`src/design/mbCore_config.svh`:
```
`ifndef MB_CORE_CONFIG_SVH
`define MB_CORE_CONFIG_SVH

`define MB_RESET_PC   32'h0000_0000  // First fetch after reset
`define MB_NUM_REGS   32             // r0..r31
`define MB_OP_IMM_BIT 3              // Set in every Type B opcode

// Type A arithmetic and logic ops, OR in the Type B bit for the immediate form
`define MB_OP_ADDK    6'b000100
`define MB_OP_RSUBK   6'b000101
`define MB_OP_AND     6'b100001
`define MB_OP_OR      6'b100000
`define MB_OP_XOR     6'b100010

`define MB_OP_LWI     6'b111010      // Word load, rA + imm
`define MB_OP_SWI     6'b111110      // Word store of rD to rA + imm
`define MB_OP_BRI     6'b101110      // Unconditional, PC relative
`define MB_OP_BEQI    6'b101111      // Taken when rA is zero

`endif

```
`src/design/mbCore_pkg.sv`:
```
`default_nettype none

package mbCore_pkg;

  typedef struct packed {
    logic [5:0]  opcode;
    logic [4:0]  rd;
    logic [4:0]  ra;
    logic [4:0]  rb;
    logic [10:0] func;    // Zero for the ops kept here
  } mbInstrA_s;

  typedef struct packed {
    logic [5:0]  opcode;
    logic [4:0]  rd;
    logic [4:0]  ra;
    logic [15:0] imm;     // Sign extended in decode
  } mbInstrB_s;

  // Same word, field layout picked by the opcode's Type B bit
  typedef union packed {
    mbInstrA_s a;
    mbInstrB_s b;
  } mbInstr_u;

  typedef enum logic [2:0] {
    ALU_ADD,
    ALU_RSUB,             // B minus A
    ALU_AND,
    ALU_OR,
    ALU_XOR,
    ALU_PASSB
  } mbAluOp_e;

  typedef struct packed {
    logic        valid;
    mbAluOp_e    aluOp;
    logic [31:0] opA;
    logic [31:0] opB;     // Register B or sign-extended immediate
    logic [31:0] storeData;
    logic [4:0]  rd;
    logic        regWrite;
    logic        load;
    logic        store;
    logic        branch;
    logic        condBranch;  // BEQI, needs opA == 0
    logic [31:0] pc;
  } mbDecOut_s;

  typedef struct packed {
    logic        valid;   // Set only when a register is written
    logic [4:0]  rd;
    logic        load;    // Result comes from the data port
    logic [31:0] result;
  } mbWb_s;

endpackage

`default_nettype wire

```
`src/design/mbFetch.sv`:
```
`timescale 1ns/1ps
`default_nettype none
`include "mbCore_config.svh"

module mbFetch (
  input  wire                  gclk,
  input  wire                  grst,
  input  wire                  advance_i,     // Global pipeline enable
  input  wire                  stall_i,       // Load-use hold from decode
  input  wire                  redirect_i,    // Taken branch in execute
  input  wire  [31:0]          redirectPc_i,
  output logic [31:0]          imemAddr_o,
  output logic                 imemEn_o,
  input  wire  [31:0]          imemData_i,
  output mbCore_pkg::mbInstr_u instr_o,
  output logic [31:0]          instrPc_o,
  output logic                 instrValid_o
);
  import mbCore_pkg::*;

  logic [31:0] pcQ;          // Address on the port this cycle
  logic        enQ;          // Low for one cycle after reset
  logic [31:0] instrPcQ;     // PC of the word now in decode
  logic        instrValidQ;
  mbInstr_u    holdQ;        // Word parked across a stall
  logic        holdValidQ;

  always_ff @(posedge gclk)
  begin
    if (!grst)
    begin
      pcQ         <= `MB_RESET_PC;
      enQ         <= 1'b0;
      instrValidQ <= 1'b0;
      holdValidQ  <= 1'b0;
    end
    else if (advance_i)
    begin
      enQ <= 1'b1;
      if (redirect_i)
      begin
        pcQ         <= redirectPc_i;
        instrValidQ <= 1'b0;            // Word in flight is off path
        holdValidQ  <= 1'b0;
      end
      else if (stall_i)
        holdValidQ <= 1'b1;             // PC held, replay parked word
      else if (enQ)
      begin
        pcQ         <= pcQ + 32'd4;
        instrValidQ <= 1'b1;
        holdValidQ  <= 1'b0;
      end
    end
  end

  always_ff @(posedge gclk)
  begin
    if (advance_i && !stall_i)
      instrPcQ <= pcQ;                  // Follows the request into decode
    if (advance_i && stall_i)
      holdQ <= instr_o;
  end

  assign imemAddr_o   = pcQ;
  assign imemEn_o     = enQ;
  assign instr_o      = holdValidQ ? holdQ : imemData_i;
  assign instrPc_o    = instrPcQ;
  assign instrValid_o = instrValidQ;

endmodule

`default_nettype wire

```
`src/design/mbDecode.sv`:
```
`timescale 1ns/1ps
`default_nettype none
`include "mbCore_config.svh"

module mbDecode (
  input  wire                   gclk,
  input  wire                   grst,
  input  wire                   advance_i,
  input  wire                   flush_i,       // Taken branch, squash current
  input  mbCore_pkg::mbInstr_u  instr_i,
  input  wire  [31:0]           instrPc_i,
  input  wire                   instrValid_i,
  output logic [4:0]            raAddr_o,
  output logic [4:0]            rbAddr_o,      // rb, or rd for a store
  input  wire  [31:0]           raData_i,
  input  wire  [31:0]           rbData_i,
  input  mbCore_pkg::mbDecOut_s exFwd_i,
  input  wire  [31:0]           exResult_i,
  input  mbCore_pkg::mbWb_s     wbFwd_i,
  input  wire  [31:0]           wbData_i,
  output logic                  stall_o,
  output mbCore_pkg::mbDecOut_s dec_o
);
  import mbCore_pkg::*;

  logic [5:0]  opcode;
  logic [5:0]  opBase;        // Opcode with the Type B bit cleared
  logic        isImm;
  logic        isAlu;
  logic        isLoad;
  logic        isStore;
  logic        isBri;
  logic        isBeqi;
  logic        useA;
  logic        useB;
  logic [4:0]  rdAddr;
  logic [31:0] simm;
  logic [31:0] fwdA;
  logic [31:0] fwdB;
  mbAluOp_e    aluOp;
  mbDecOut_s   decNext;
  mbDecOut_s   decQ;

  // Execute result first, then writeback, then register file
  function automatic logic [31:0] pickOperand(input logic [4:0]  addr,
                                              input logic [31:0] rfData,
                                              input mbDecOut_s   ex,
                                              input logic [31:0] exData,
                                              input mbWb_s       wb,
                                              input logic [31:0] wbData);
    logic [31:0] val;
    val = rfData;
    if (wb.valid && wb.rd == addr && addr != 5'd0)
      val = wbData;
    if (ex.valid && ex.regWrite && !ex.load && ex.rd == addr && addr != 5'd0)
      val = exData;
    return val;
  endfunction

  assign opcode = instr_i.a.opcode;
  assign isImm  = opcode[`MB_OP_IMM_BIT];
  assign opBase = opcode & ~(6'd1 << `MB_OP_IMM_BIT);

  always_comb
  begin
    isLoad  = (opcode == `MB_OP_LWI);
    isStore = (opcode == `MB_OP_SWI);
    isBri   = (opcode == `MB_OP_BRI);
    isBeqi  = (opcode == `MB_OP_BEQI);
    isAlu   = 1'b1;
    case (opBase)
      `MB_OP_ADDK:  aluOp = ALU_ADD;
      `MB_OP_RSUBK: aluOp = ALU_RSUB;
      `MB_OP_AND:   aluOp = ALU_AND;
      `MB_OP_OR:    aluOp = ALU_OR;
      `MB_OP_XOR:   aluOp = ALU_XOR;
      default:
      begin
        isAlu = 1'b0;
        if (isLoad || isStore)
          aluOp = ALU_ADD;              // Effective address
        else
          aluOp = ALU_PASSB;
      end
    endcase
  end

  // rd and ra sit at the same bits in both layouts
  assign rdAddr   = instr_i.a.rd;
  assign raAddr_o = instr_i.a.ra;
  assign rbAddr_o = isStore ? rdAddr : instr_i.a.rb;
  assign simm     = {{16{instr_i.b.imm[15]}}, instr_i.b.imm};
  assign useA     = isAlu | isLoad | isStore | isBeqi;
  assign useB     = (isAlu & ~isImm) | isStore;

  assign fwdA = pickOperand(raAddr_o, raData_i, exFwd_i, exResult_i, wbFwd_i, wbData_i);
  assign fwdB = pickOperand(rbAddr_o, rbData_i, exFwd_i, exResult_i, wbFwd_i, wbData_i);

  // Load in execute feeding this instruction, data not back yet
  assign stall_o = instrValid_i & exFwd_i.valid & exFwd_i.load & (exFwd_i.rd != 5'd0)
                 & ((useA & (raAddr_o == exFwd_i.rd)) | (useB & (rbAddr_o == exFwd_i.rd)));

  always_comb
  begin
    decNext.valid      = instrValid_i & ~flush_i & ~stall_o;  // Bubble otherwise
    decNext.aluOp      = aluOp;
    decNext.opA        = fwdA;
    decNext.opB        = isImm ? simm : fwdB;
    decNext.storeData  = fwdB;
    decNext.rd         = rdAddr;
    decNext.regWrite   = isAlu | isLoad;
    decNext.load       = isLoad;
    decNext.store      = isStore;
    decNext.branch     = isBri | isBeqi;
    decNext.condBranch = isBeqi;
    decNext.pc         = instrPc_i;
  end

  always_ff @(posedge gclk)
  begin
    if (!grst)
      decQ.valid <= 1'b0;
    else if (advance_i)
      decQ <= decNext;
  end

  assign dec_o = decQ;

endmodule

`default_nettype wire

```
`src/design/mbRegFile.sv`:
```
`timescale 1ns/1ps
`default_nettype none
`include "mbCore_config.svh"

module mbRegFile (
  input  wire         gclk,
  input  wire         grst,
  input  wire  [4:0]  raAddr_i,
  input  wire  [4:0]  rbAddr_i,
  output logic [31:0] raData_o,
  output logic [31:0] rbData_o,
  input  wire         we_i,       // Already qualified by advance
  input  wire  [4:0]  waddr_i,
  input  wire  [31:0] wdata_i
);

  logic [31:0] regs [`MB_NUM_REGS];
  logic        wrEn;
  logic        bypassA;
  logic        bypassB;

  assign wrEn = we_i & (waddr_i != 5'd0);   // r0 never written

  always_ff @(posedge gclk)
  begin
    if (grst && wrEn)
      regs[waddr_i] <= wdata_i;
  end

  // Same-cycle write shows through to the reader
  assign bypassA = wrEn & (waddr_i == raAddr_i);
  assign bypassB = wrEn & (waddr_i == rbAddr_i);

  always_comb
  begin
    if (raAddr_i == 5'd0)
      raData_o = 32'd0;                     // r0 reads zero
    else if (bypassA)
      raData_o = wdata_i;
    else
      raData_o = regs[raAddr_i];
  end

  always_comb
  begin
    if (rbAddr_i == 5'd0)
      rbData_o = 32'd0;
    else if (bypassB)
      rbData_o = wdata_i;
    else
      rbData_o = regs[rbAddr_i];
  end

endmodule

`default_nettype wire

```
`src/design/mbExecute.sv`:
```
`timescale 1ns/1ps
`default_nettype none

module mbExecute (
  input  wire                   gclk,
  input  wire                   grst,
  input  wire                   advance_i,
  input  mbCore_pkg::mbDecOut_s dec_i,
  output logic [31:0]           dmemAddr_o,
  output logic [31:0]           dmemData_o,
  output logic                  dmemWe_o,
  output logic                  dmemEn_o,
  input  wire  [31:0]           dmemData_i,    // Load data, valid in writeback
  output logic                  redirect_o,
  output logic [31:0]           redirectPc_o,
  output logic [31:0]           exResult_o,    // Live ALU result for forwarding
  output mbCore_pkg::mbWb_s     wb_o,
  output logic [31:0]           wbData_o,
  output logic                  wbWe_o
);
  import mbCore_pkg::*;

  logic [31:0] aluResult;
  logic        opAZero;
  mbWb_s       wbQ;

  always_comb
  begin
    case (dec_i.aluOp)
      ALU_ADD:   aluResult = dec_i.opA + dec_i.opB;
      ALU_RSUB:  aluResult = dec_i.opB - dec_i.opA;   // rsubk order
      ALU_AND:   aluResult = dec_i.opA & dec_i.opB;
      ALU_OR:    aluResult = dec_i.opA | dec_i.opB;
      ALU_XOR:   aluResult = dec_i.opA ^ dec_i.opB;
      ALU_PASSB: aluResult = dec_i.opB;
      default:   aluResult = dec_i.opB;
    endcase
  end

  assign exResult_o = aluResult;

  // Branches, target is PC plus immediate
  assign opAZero      = (dec_i.opA == 32'd0);
  assign redirect_o   = dec_i.valid & dec_i.branch & (~dec_i.condBranch | opAZero);
  assign redirectPc_o = dec_i.pc + dec_i.opB;

  // Request goes out while the access sits here
  assign dmemAddr_o = aluResult;
  assign dmemData_o = dec_i.storeData;
  assign dmemEn_o   = dec_i.valid & (dec_i.load | dec_i.store);
  assign dmemWe_o   = dec_i.valid & dec_i.store;

  always_ff @(posedge gclk)
  begin
    if (!grst)
      wbQ.valid <= 1'b0;
    else if (advance_i)
    begin
      wbQ.valid  <= dec_i.valid & dec_i.regWrite;
      wbQ.rd     <= dec_i.rd;
      wbQ.load   <= dec_i.load;
      wbQ.result <= aluResult;
    end
  end

  assign wb_o     = wbQ;
  assign wbData_o = wbQ.load ? dmemData_i : wbQ.result;   // Memory data for loads
  assign wbWe_o   = wbQ.valid & advance_i;                // Write lands on advance only

endmodule

`default_nettype wire

```
`src/design/mbCore.sv`:
```
`timescale 1ns/1ps
`default_nettype none

module mbCore (
  input  wire         gclk,
  input  wire         grst,
  output logic [31:0] imemAddr_o,
  output logic        imemEn_o,
  input  wire  [31:0] imemData_i,
  input  wire         imemBusyN_i,   // Low freezes everything
  output logic [31:0] dmemAddr_o,
  output logic [31:0] dmemData_o,
  output logic        dmemWe_o,
  output logic        dmemEn_o,
  input  wire  [31:0] dmemData_i,
  input  wire         dmemBusyN_i
);
  import mbCore_pkg::*;

  logic        advance;        // Both ports ready
  logic        stall;
  logic        redirect;
  logic [31:0] redirectPc;
  mbInstr_u    instr;
  logic [31:0] instrPc;
  logic        instrValid;
  logic [4:0]  raAddr;
  logic [4:0]  rbAddr;
  logic [31:0] raData;
  logic [31:0] rbData;
  mbDecOut_s   decBundle;      // Decode to execute, also ex forwarding
  logic [31:0] exResult;
  mbWb_s       wbBundle;
  logic [31:0] wbData;
  logic        wbWe;

  assign advance = imemBusyN_i & dmemBusyN_i;

  mbFetch mbFetch_i (
    .gclk         (gclk),
    .grst         (grst),
    .advance_i    (advance),
    .stall_i      (stall),
    .redirect_i   (redirect),
    .redirectPc_i (redirectPc),
    .imemAddr_o   (imemAddr_o),
    .imemEn_o     (imemEn_o),
    .imemData_i   (imemData_i),
    .instr_o      (instr),
    .instrPc_o    (instrPc),
    .instrValid_o (instrValid)
  );

  mbDecode mbDecode_i (
    .gclk         (gclk),
    .grst         (grst),
    .advance_i    (advance),
    .flush_i      (redirect),
    .instr_i      (instr),
    .instrPc_i    (instrPc),
    .instrValid_i (instrValid),
    .raAddr_o     (raAddr),
    .rbAddr_o     (rbAddr),
    .raData_i     (raData),
    .rbData_i     (rbData),
    .exFwd_i      (decBundle),
    .exResult_i   (exResult),
    .wbFwd_i      (wbBundle),
    .wbData_i     (wbData),
    .stall_o      (stall),
    .dec_o        (decBundle)
  );

  mbRegFile mbRegFile_i (
    .gclk     (gclk),
    .grst     (grst),
    .raAddr_i (raAddr),
    .rbAddr_i (rbAddr),
    .raData_o (raData),
    .rbData_o (rbData),
    .we_i     (wbWe),
    .waddr_i  (wbBundle.rd),
    .wdata_i  (wbData)
  );

  mbExecute mbExecute_i (
    .gclk         (gclk),
    .grst         (grst),
    .advance_i    (advance),
    .dec_i        (decBundle),
    .dmemAddr_o   (dmemAddr_o),
    .dmemData_o   (dmemData_o),
    .dmemWe_o     (dmemWe_o),
    .dmemEn_o     (dmemEn_o),
    .dmemData_i   (dmemData_i),
    .redirect_o   (redirect),
    .redirectPc_o (redirectPc),
    .exResult_o   (exResult),
    .wb_o         (wbBundle),
    .wbData_o     (wbData),
    .wbWe_o       (wbWe)
  );

endmodule

`default_nettype wire

```
`config.mk`:
```
export PLATFORM = sky130hd
export DESIGN_NAME = mbCore
export DESIGN_NICKNAME = d
export VERILOG_FILES = /design/src/design/mbCore_pkg.sv /design/src/design/mbFetch.sv /design/src/design/mbDecode.sv /design/src/design/mbRegFile.sv /design/src/design/mbExecute.sv /design/src/design/mbCore.sv
export VERILOG_INCLUDE_DIRS = /design/src /design/src/design
export SDC_FILE = /design/constraint.sdc
export NUM_CORES = 2
export LEC_CHECK = 0
export ABC_CLOCK_PERIOD_IN_PS = 20200
export BUFFER_PORTS_ARGS = -buffer_cell sky130_fd_sc_hd__buf_4
export CORE_UTILIZATION = 45
export CTS_CLUSTER_DIAMETER = 100
export DETAILED_ROUTE_END_ITERATION = 7
export SLEW_MARGIN = 20
export SYNTH_ARGS = -nofsm -noshare
export SYNTH_HDL_FRONTEND = slang
export SYNTH_SLANG_ARGS = --single-unit
```
`constraint.sdc`:
```
create_clock -name gclk -period 20.2 [get_ports gclk]
set_clock_uncertainty 0.2 [all_clocks]
set_input_delay 2.02 -clock gclk [delete_from_list [all_inputs] [get_ports gclk]]
set_output_delay 2.02 -clock gclk [all_outputs]
set_load 0.05 [all_outputs]
```
== After elaboration in Yosys (flattened, before gate mapping) ==
Memory sizes are Yosys's and may differ from the RTL's.
Cells that the tools add are included.
Storage, ports and cells
  register bits after elaboration: 280
  RAM bits: 1024
  bits of input ports: 68
  output and inout port bits: 99
  word-level logic and storage cells: 138
  memories kept: 1
Memory list
  mbRegFile_i.regs: words 32, width 32, rd ports 2, clocked after Yosys merged registers in 0, write ports 1, RTL line mbRegFile.sv:17  | logic [31:0] regs [`MB_NUM_REGS];
Operators by class
  add/sub/neg operators: 4
  eq/ne operators: 20
  multiplexer cells: 27
  bitwise gates (word level): 34
  reduce and logical (&&, ||, !) cells: 30
Operator list (count)
  two-way mux 32 bit: 14
  one-hot mux 32 bit (5 select lines): 1
  adder 32 bit: 2
  adder 32 x 3 -> 32 bit (second input constant): 1
  bitwise AND 32 bit: 1
  logical NOT 32 bit: 1
  OR 32 bit: 1
  subtractor 32 bit: 1
  XOR 32 bit: 1
  == test 5 bit: 6
  == test 6 bit (second input constant): 4
  nonzero test 5 bit: 4
  bitwise AND 1 bit: 19
  == test 5 bit (second input constant): 3
  one-hot mux 3 bit (5 select lines): 1
  logical AND 1 bit: 13
  == test 5 x 3 -> 1 bit (second input constant): 2
  logical NOT 5 bit: 2
  two-way mux 1 bit: 9
  OR 1 bit: 8
  == test 3 x 2 -> 1 bit (second input constant): 2
  two-way mux 5 bit: 1
  OR reduction 5 bit: 1
  NOT 1 bit: 4
  other kinds (11): 13

== Depth between registers and ports, before layout ==
  depth in word-level cells: 12
  gate-level depth with buffers: 19
  mapped depth without buffers: 19

== Modules after synthesis ==
A second synthesis with hierarchy kept.
Unflattened totals
  cells, all modules: 4686
  area, all modules: 67845.1 sq um
Modules (own cells, without submodules)
  mbRegFile: instances 1, cells each 2671, area an instance 48247.5 sq um, seq. area each 30749.5 sq um
  mbExecute: instances 1, cells each 1057, area an instance 8139.1 sq um, seq. area each 1161.1 sq um
  mbDecode: instances 1, cells each 572, area an instance 7010.5 sq um, seq. area each 4254.1 sq um
  mbFetch: instances 1, cells each 385, area an instance 4441.8 sq um, seq. area each 2622.5 sq um
  mbCore: instances 1, cells each 1, area an instance 6.3 sq um, seq. area each 0.0 sq um

== Worst setup path before layout ==
No wires, ideal clock.
  path kind: input port to flip-flop
  start: in imemBusyN_i
  end: mem mbRegFile_i.regs[30][0] (enable)
  setup time: 421 ps
  data arrival time: 13518 ps
  data required time: 19579 ps
  slack: 6061 ps
  cell stages on the path: 4
  path buffers: 0
  path through: nand2_1 > nor2_1 > nand4b_1 > nor2_1
Between the ends
  longest elaborated chain between the ends: 6
RTL lines
  start, declared: RTL line mbCore.sv:10  | input wire imemBusyN_i,
  bitwise AND 1 bit: RTL line mbCore.sv:37  | assign advance = imemBusyN_i & dmemBusyN_i;
  bitwise AND 1 bit: RTL line mbExecute.sv:68  | assign wbWe_o = wbQ.valid & advance_i;
  bitwise AND 1 bit: RTL line mbRegFile.sv:22  | assign wrEn = we_i & (waddr_i != 5'd0);
  logical AND 1 bit: RTL line mbRegFile.sv:26  | if (grst && wrEn)
  two-way mux 1 bit: RTL line mbRegFile.sv:26
  two-way mux 1 bit (implied by the code): RTL line mbRegFile.sv:27  | regs[waddr_i] <= wdata_i;
  end, declared: RTL line mbRegFile.sv:17
Every way passes these cells.

== Final worst setup path ==
  start: reg mbDecode_i.decQ, in the netlist mbDecode_i.dec_o[113]
  end: out dmemAddr_o[26]
Between the ends
  longest elaborated chain between the ends: 2
  elaborated cells between the ends (all ways): 3
  classes of those cells: add/sub: 2; mux: 1
RTL lines
  start, declared: RTL line mbDecode.sv:42  | mbDecOut_s decQ;
  start signal, assigned: RTL line mbDecode.sv:124  | decQ <= decNext;
  subtractor 32 bit or adder 32 bit (tied branches): RTL line mbExecute.sv:31, mbExecute.sv:30
  one-hot mux 32 bit (5 select lines) (*): RTL line mbExecute.sv:29  | case (dec_i.aluOp)
  end, declared: RTL line mbCore.sv:11  | output logic [31:0] dmemAddr_o,
Every way passes the cells marked *; elsewhere a longest branch is shown, timed or not.

==> run summary <==
max incr delay on CP: 690 ps
first-pass GRT wire length: 354.9 mm
TNS Setup: 0 ps
min Tclk post-route: 8576 ps
register-to-register setup slack: 12,710 ps
Critical R2R Capture: mbDecode_i.dec_o[80]$_DFFE_PP_
Layout area overhead: 11.28%
main flop type after synthesis: edfxtp_1
endpoints failing setup: 0
WL per Instance: 28.47 um
Cell variety after synth: 95
TritonCTS clock tree: done
gr ovfl total: 0
largest net degree at the start of global routing: 152
R2R depth: 15
setup ws final: 11,620 ps
clock network power share: 0.417
sequence of cells on the critical path: or3_1, or4_1, nor3_2, inv_1, o21ai_0, xnor2_1, ha_1, a21o_1, a31o_2, a221o_1, a22oi_1, a21boi_0, xnor2_1, a21boi_0, buf_4
dpl hpwl: 142.9 mm
status: finished with violations
share of cells above drive strength 1: 0.1118
Cell Rows: 142
hold path startpoint: mbFetch_i.instrPc_o[0]$_DFFE_PP_
max_slew headroom: 0.1476
worst hold path type: reg2reg
VDD IR max: 0.00006312 V
mean post-synth cell area: 10.30 um^2
Top delay family on crit path: compound AO/OA/AOI/OAI gates
internal power: 0.004695 W
FFs w/ async S/R, synth: 0
RR Startpoint: mbFetch_i.holdValidQ$_SDFFE_PN0P_
Slew @ Worst Pin: 1269 ps
critical path peak fanout: 8
Hold Fails Final Rpt: 0
fin crit share: 0.4246
Fmax: 116.6 MHz
Initial Utilization: 0.4548
CTS buffer count: 144
CP required: 17,980 ps
synth top area cells: edfxtp_1 (56%), nand2_1 (10%), nand3_1 (6.4%)
startpoint types: flop
critical path class: reg2out
#FFs+latches synth: 1,304
Max Buffers Root-to-Sink: 3
max_cap viols: 0
Reg clk slew, reported paths: 60 ps
Reg power frac: 0.477
Psw: 0.001602 W
Sink Count: 1,304
pre-CTS setup slack: 11,810 ps
switching share of total power: 0.2544
# DRC: 1
Synth top area share: 0.5572
most common cell in the synthesized netlist: nand2_1
GRT Resource Usage Total: 0.3185
synth cell count leaders: nand2_1 (1,838), edfxtp_1 (1,267), nand3_1 (879)
Warnings, synthesis: 0
I/O pin cnt: 167
DIE HEIGHT: 391.5 um
Die W: 391.5 um
Pwr Density: 82.88 nW/um^2
Min-Delay Endpoint: mbDecode_i.dec_o[0]$_DFFE_PP_
hold bufs inserted after CTS: 0
1st-iter DRT viols: 7,690
RSZ-0062 raised after global routing: false
leak pwr: 27.23 nW
Seq/Total Area, Yosys: 0.5680
Crit-path slowest cell: a21boi_0
Post-CTS Setup Inserts: 0
failing checks: design-rule violations
Post-synth EDFFs: 1,267
worst-skew pair later-pin latency: 810 ps
combinational power share: 0.105
die footprint: 153,300 um^2
CP Capture Type: output port
vias in the first global route: 51,700
Root Buffer: clkbuf_16
Slew Limit Fails: 0
CP startpoint: mbDecode_i.dec_o[113]$_DFFE_PP_
Placer Congestion: 0.9020
crit path DAT: 6360 ps
post_cts resized: 0
Buf/Inv on CP: 2
port buffer count: 166
initial antenna violation count: 10
core area: 150,100 um^2
WL final: 248.6 mm
Hold Path Stages: 0
final-layout fill cell count: 13,220
H-tree levels: 4
Fin Hold WS: 218.0 ps
Pre-antenna DRT Iters: 8
antenna viol nets, final: 0
Nets: 6,798
via count: 55,560
drt via density: 6.363
Mapped Area: 68,280 um^2
Synth area leader: edfxtp_1
Syn Inst Count: 6,627
## sequential cells by signal, summed over array words and instances (netlist names)
signal                  count
mbFetch_i.instrPc_o        32
mbFetch_i.instrValid_o      1
mbFetch_i.imemAddr_o       32
mbFetch_i.imemEn_o          1
mbDecode_i.dec_o          142
mbRegFile_i.regs         1024
mbFetch_i.holdQ            32
mbExecute_i.wb_o           39
mbFetch_i.holdValidQ        1
## power groups by stage
stage          clock network [W]  logic [W]  registers (W)
2_1_floorplan                  0   0.000425        0.00305
3_3_place_gp                   0   0.000637        0.00306
3_5_place_dp                   0   0.000642        0.00306
4_1_cts                  0.00265   0.000645        0.00301
5_1_grt                  0.00275   0.000701        0.00301
6_report                 0.00263   0.000662        0.00301
## stage by stage
step / power, W / cell area (um^2) / instances / util
CTS: 0.006302 / 75930 / 8726 / 0.5058
floorplan: 0.003479 / 68400 / 6658 / -
detailed placement: 0.003706 / 71320 / 8469 / 0.4750
global placement: 0.003701 / 71320 / 8469 / 0.4750
finish: 0.006298 / 75980 / 8732 / 0.5061
global route: 0.006456 / 75970 / 8728 / 0.5060
## how the worst max path moves through the flow
stage,to,depth (start not counted)
floorplan,mbRegFile_i.regs[30][0]$_DFFE_PP_,4
global placement,mbDecode_i.dec_o[80]$_DFFE_PP_,15
detailed placement,mbDecode_i.dec_o[80]$_DFFE_PP_,15
CTS,dmemAddr_o[26],15
global route,dmemAddr_o[26],15
finish,dmemAddr_o[26],15
## cell usage in the layout, fill, tap and decap left out, types with 83 or more instances in the layout
master and count:
nor2_1 182, nand3_1 878, a311oi_1 164, ha_1 128
nand2_1 1838, buf_4 290, and3_1 83, clkbuf_16 147
edfxtp_1 1267, o21ai_0 160, a21oi_1 331, inv_1 108
## worst register-to-register path, cell delays in order, from the launching register on
cell and delay, ps:
dfxtp_2 690, buf_4 570, nand3b_1 230, a22oi_4 240, nand2_4 120, clkinv_8 180, mux2_8 680, buf_4 840
buf_12 550, buf_4 720, mux4_2 590, mux2i_1 150, a2111oi_0 150, nor3_1 830, o21ai_1 200, mux2_2 310
## layer usage
metal | GRT usage | wire, um
met1 | 0.4298 | 95280
met2 | 0.4922 | 112100
met3 | 0.06209 | 28890
met4 | 0.1544 | 12330
met5 | 0 | 52
## cell type report
type	instances	area, um^2	area share
repair buffers	301	2405	0.03165
clock inverters	74	779.5	0.01026
inverters	114	456.7	0.006010
diodes	5	12.51	0.0001647
clock buffers	183	3834	0.05045
well taps	2016	2522	0.03320
flip-flops and latches	1304	38790	0.5105
multi-input cells	4735	27180	0.3578
## cell families after synthesis
group,count (synthesis),share of synthesized area
other,1,0.00005492
buffers and inverters,619,0.04275
AO/OA/AOI/OAI,1039,0.1012
adder cells (fa/ha/maj),130,0.02404
flip-flops,1304,0.5680
multiplexers,226,0.04918
AND/OR/NAND/NOR,3218,0.2032
XOR/XNOR,90,0.01154
No activity file was read; power rests on OpenSTA's default activity.
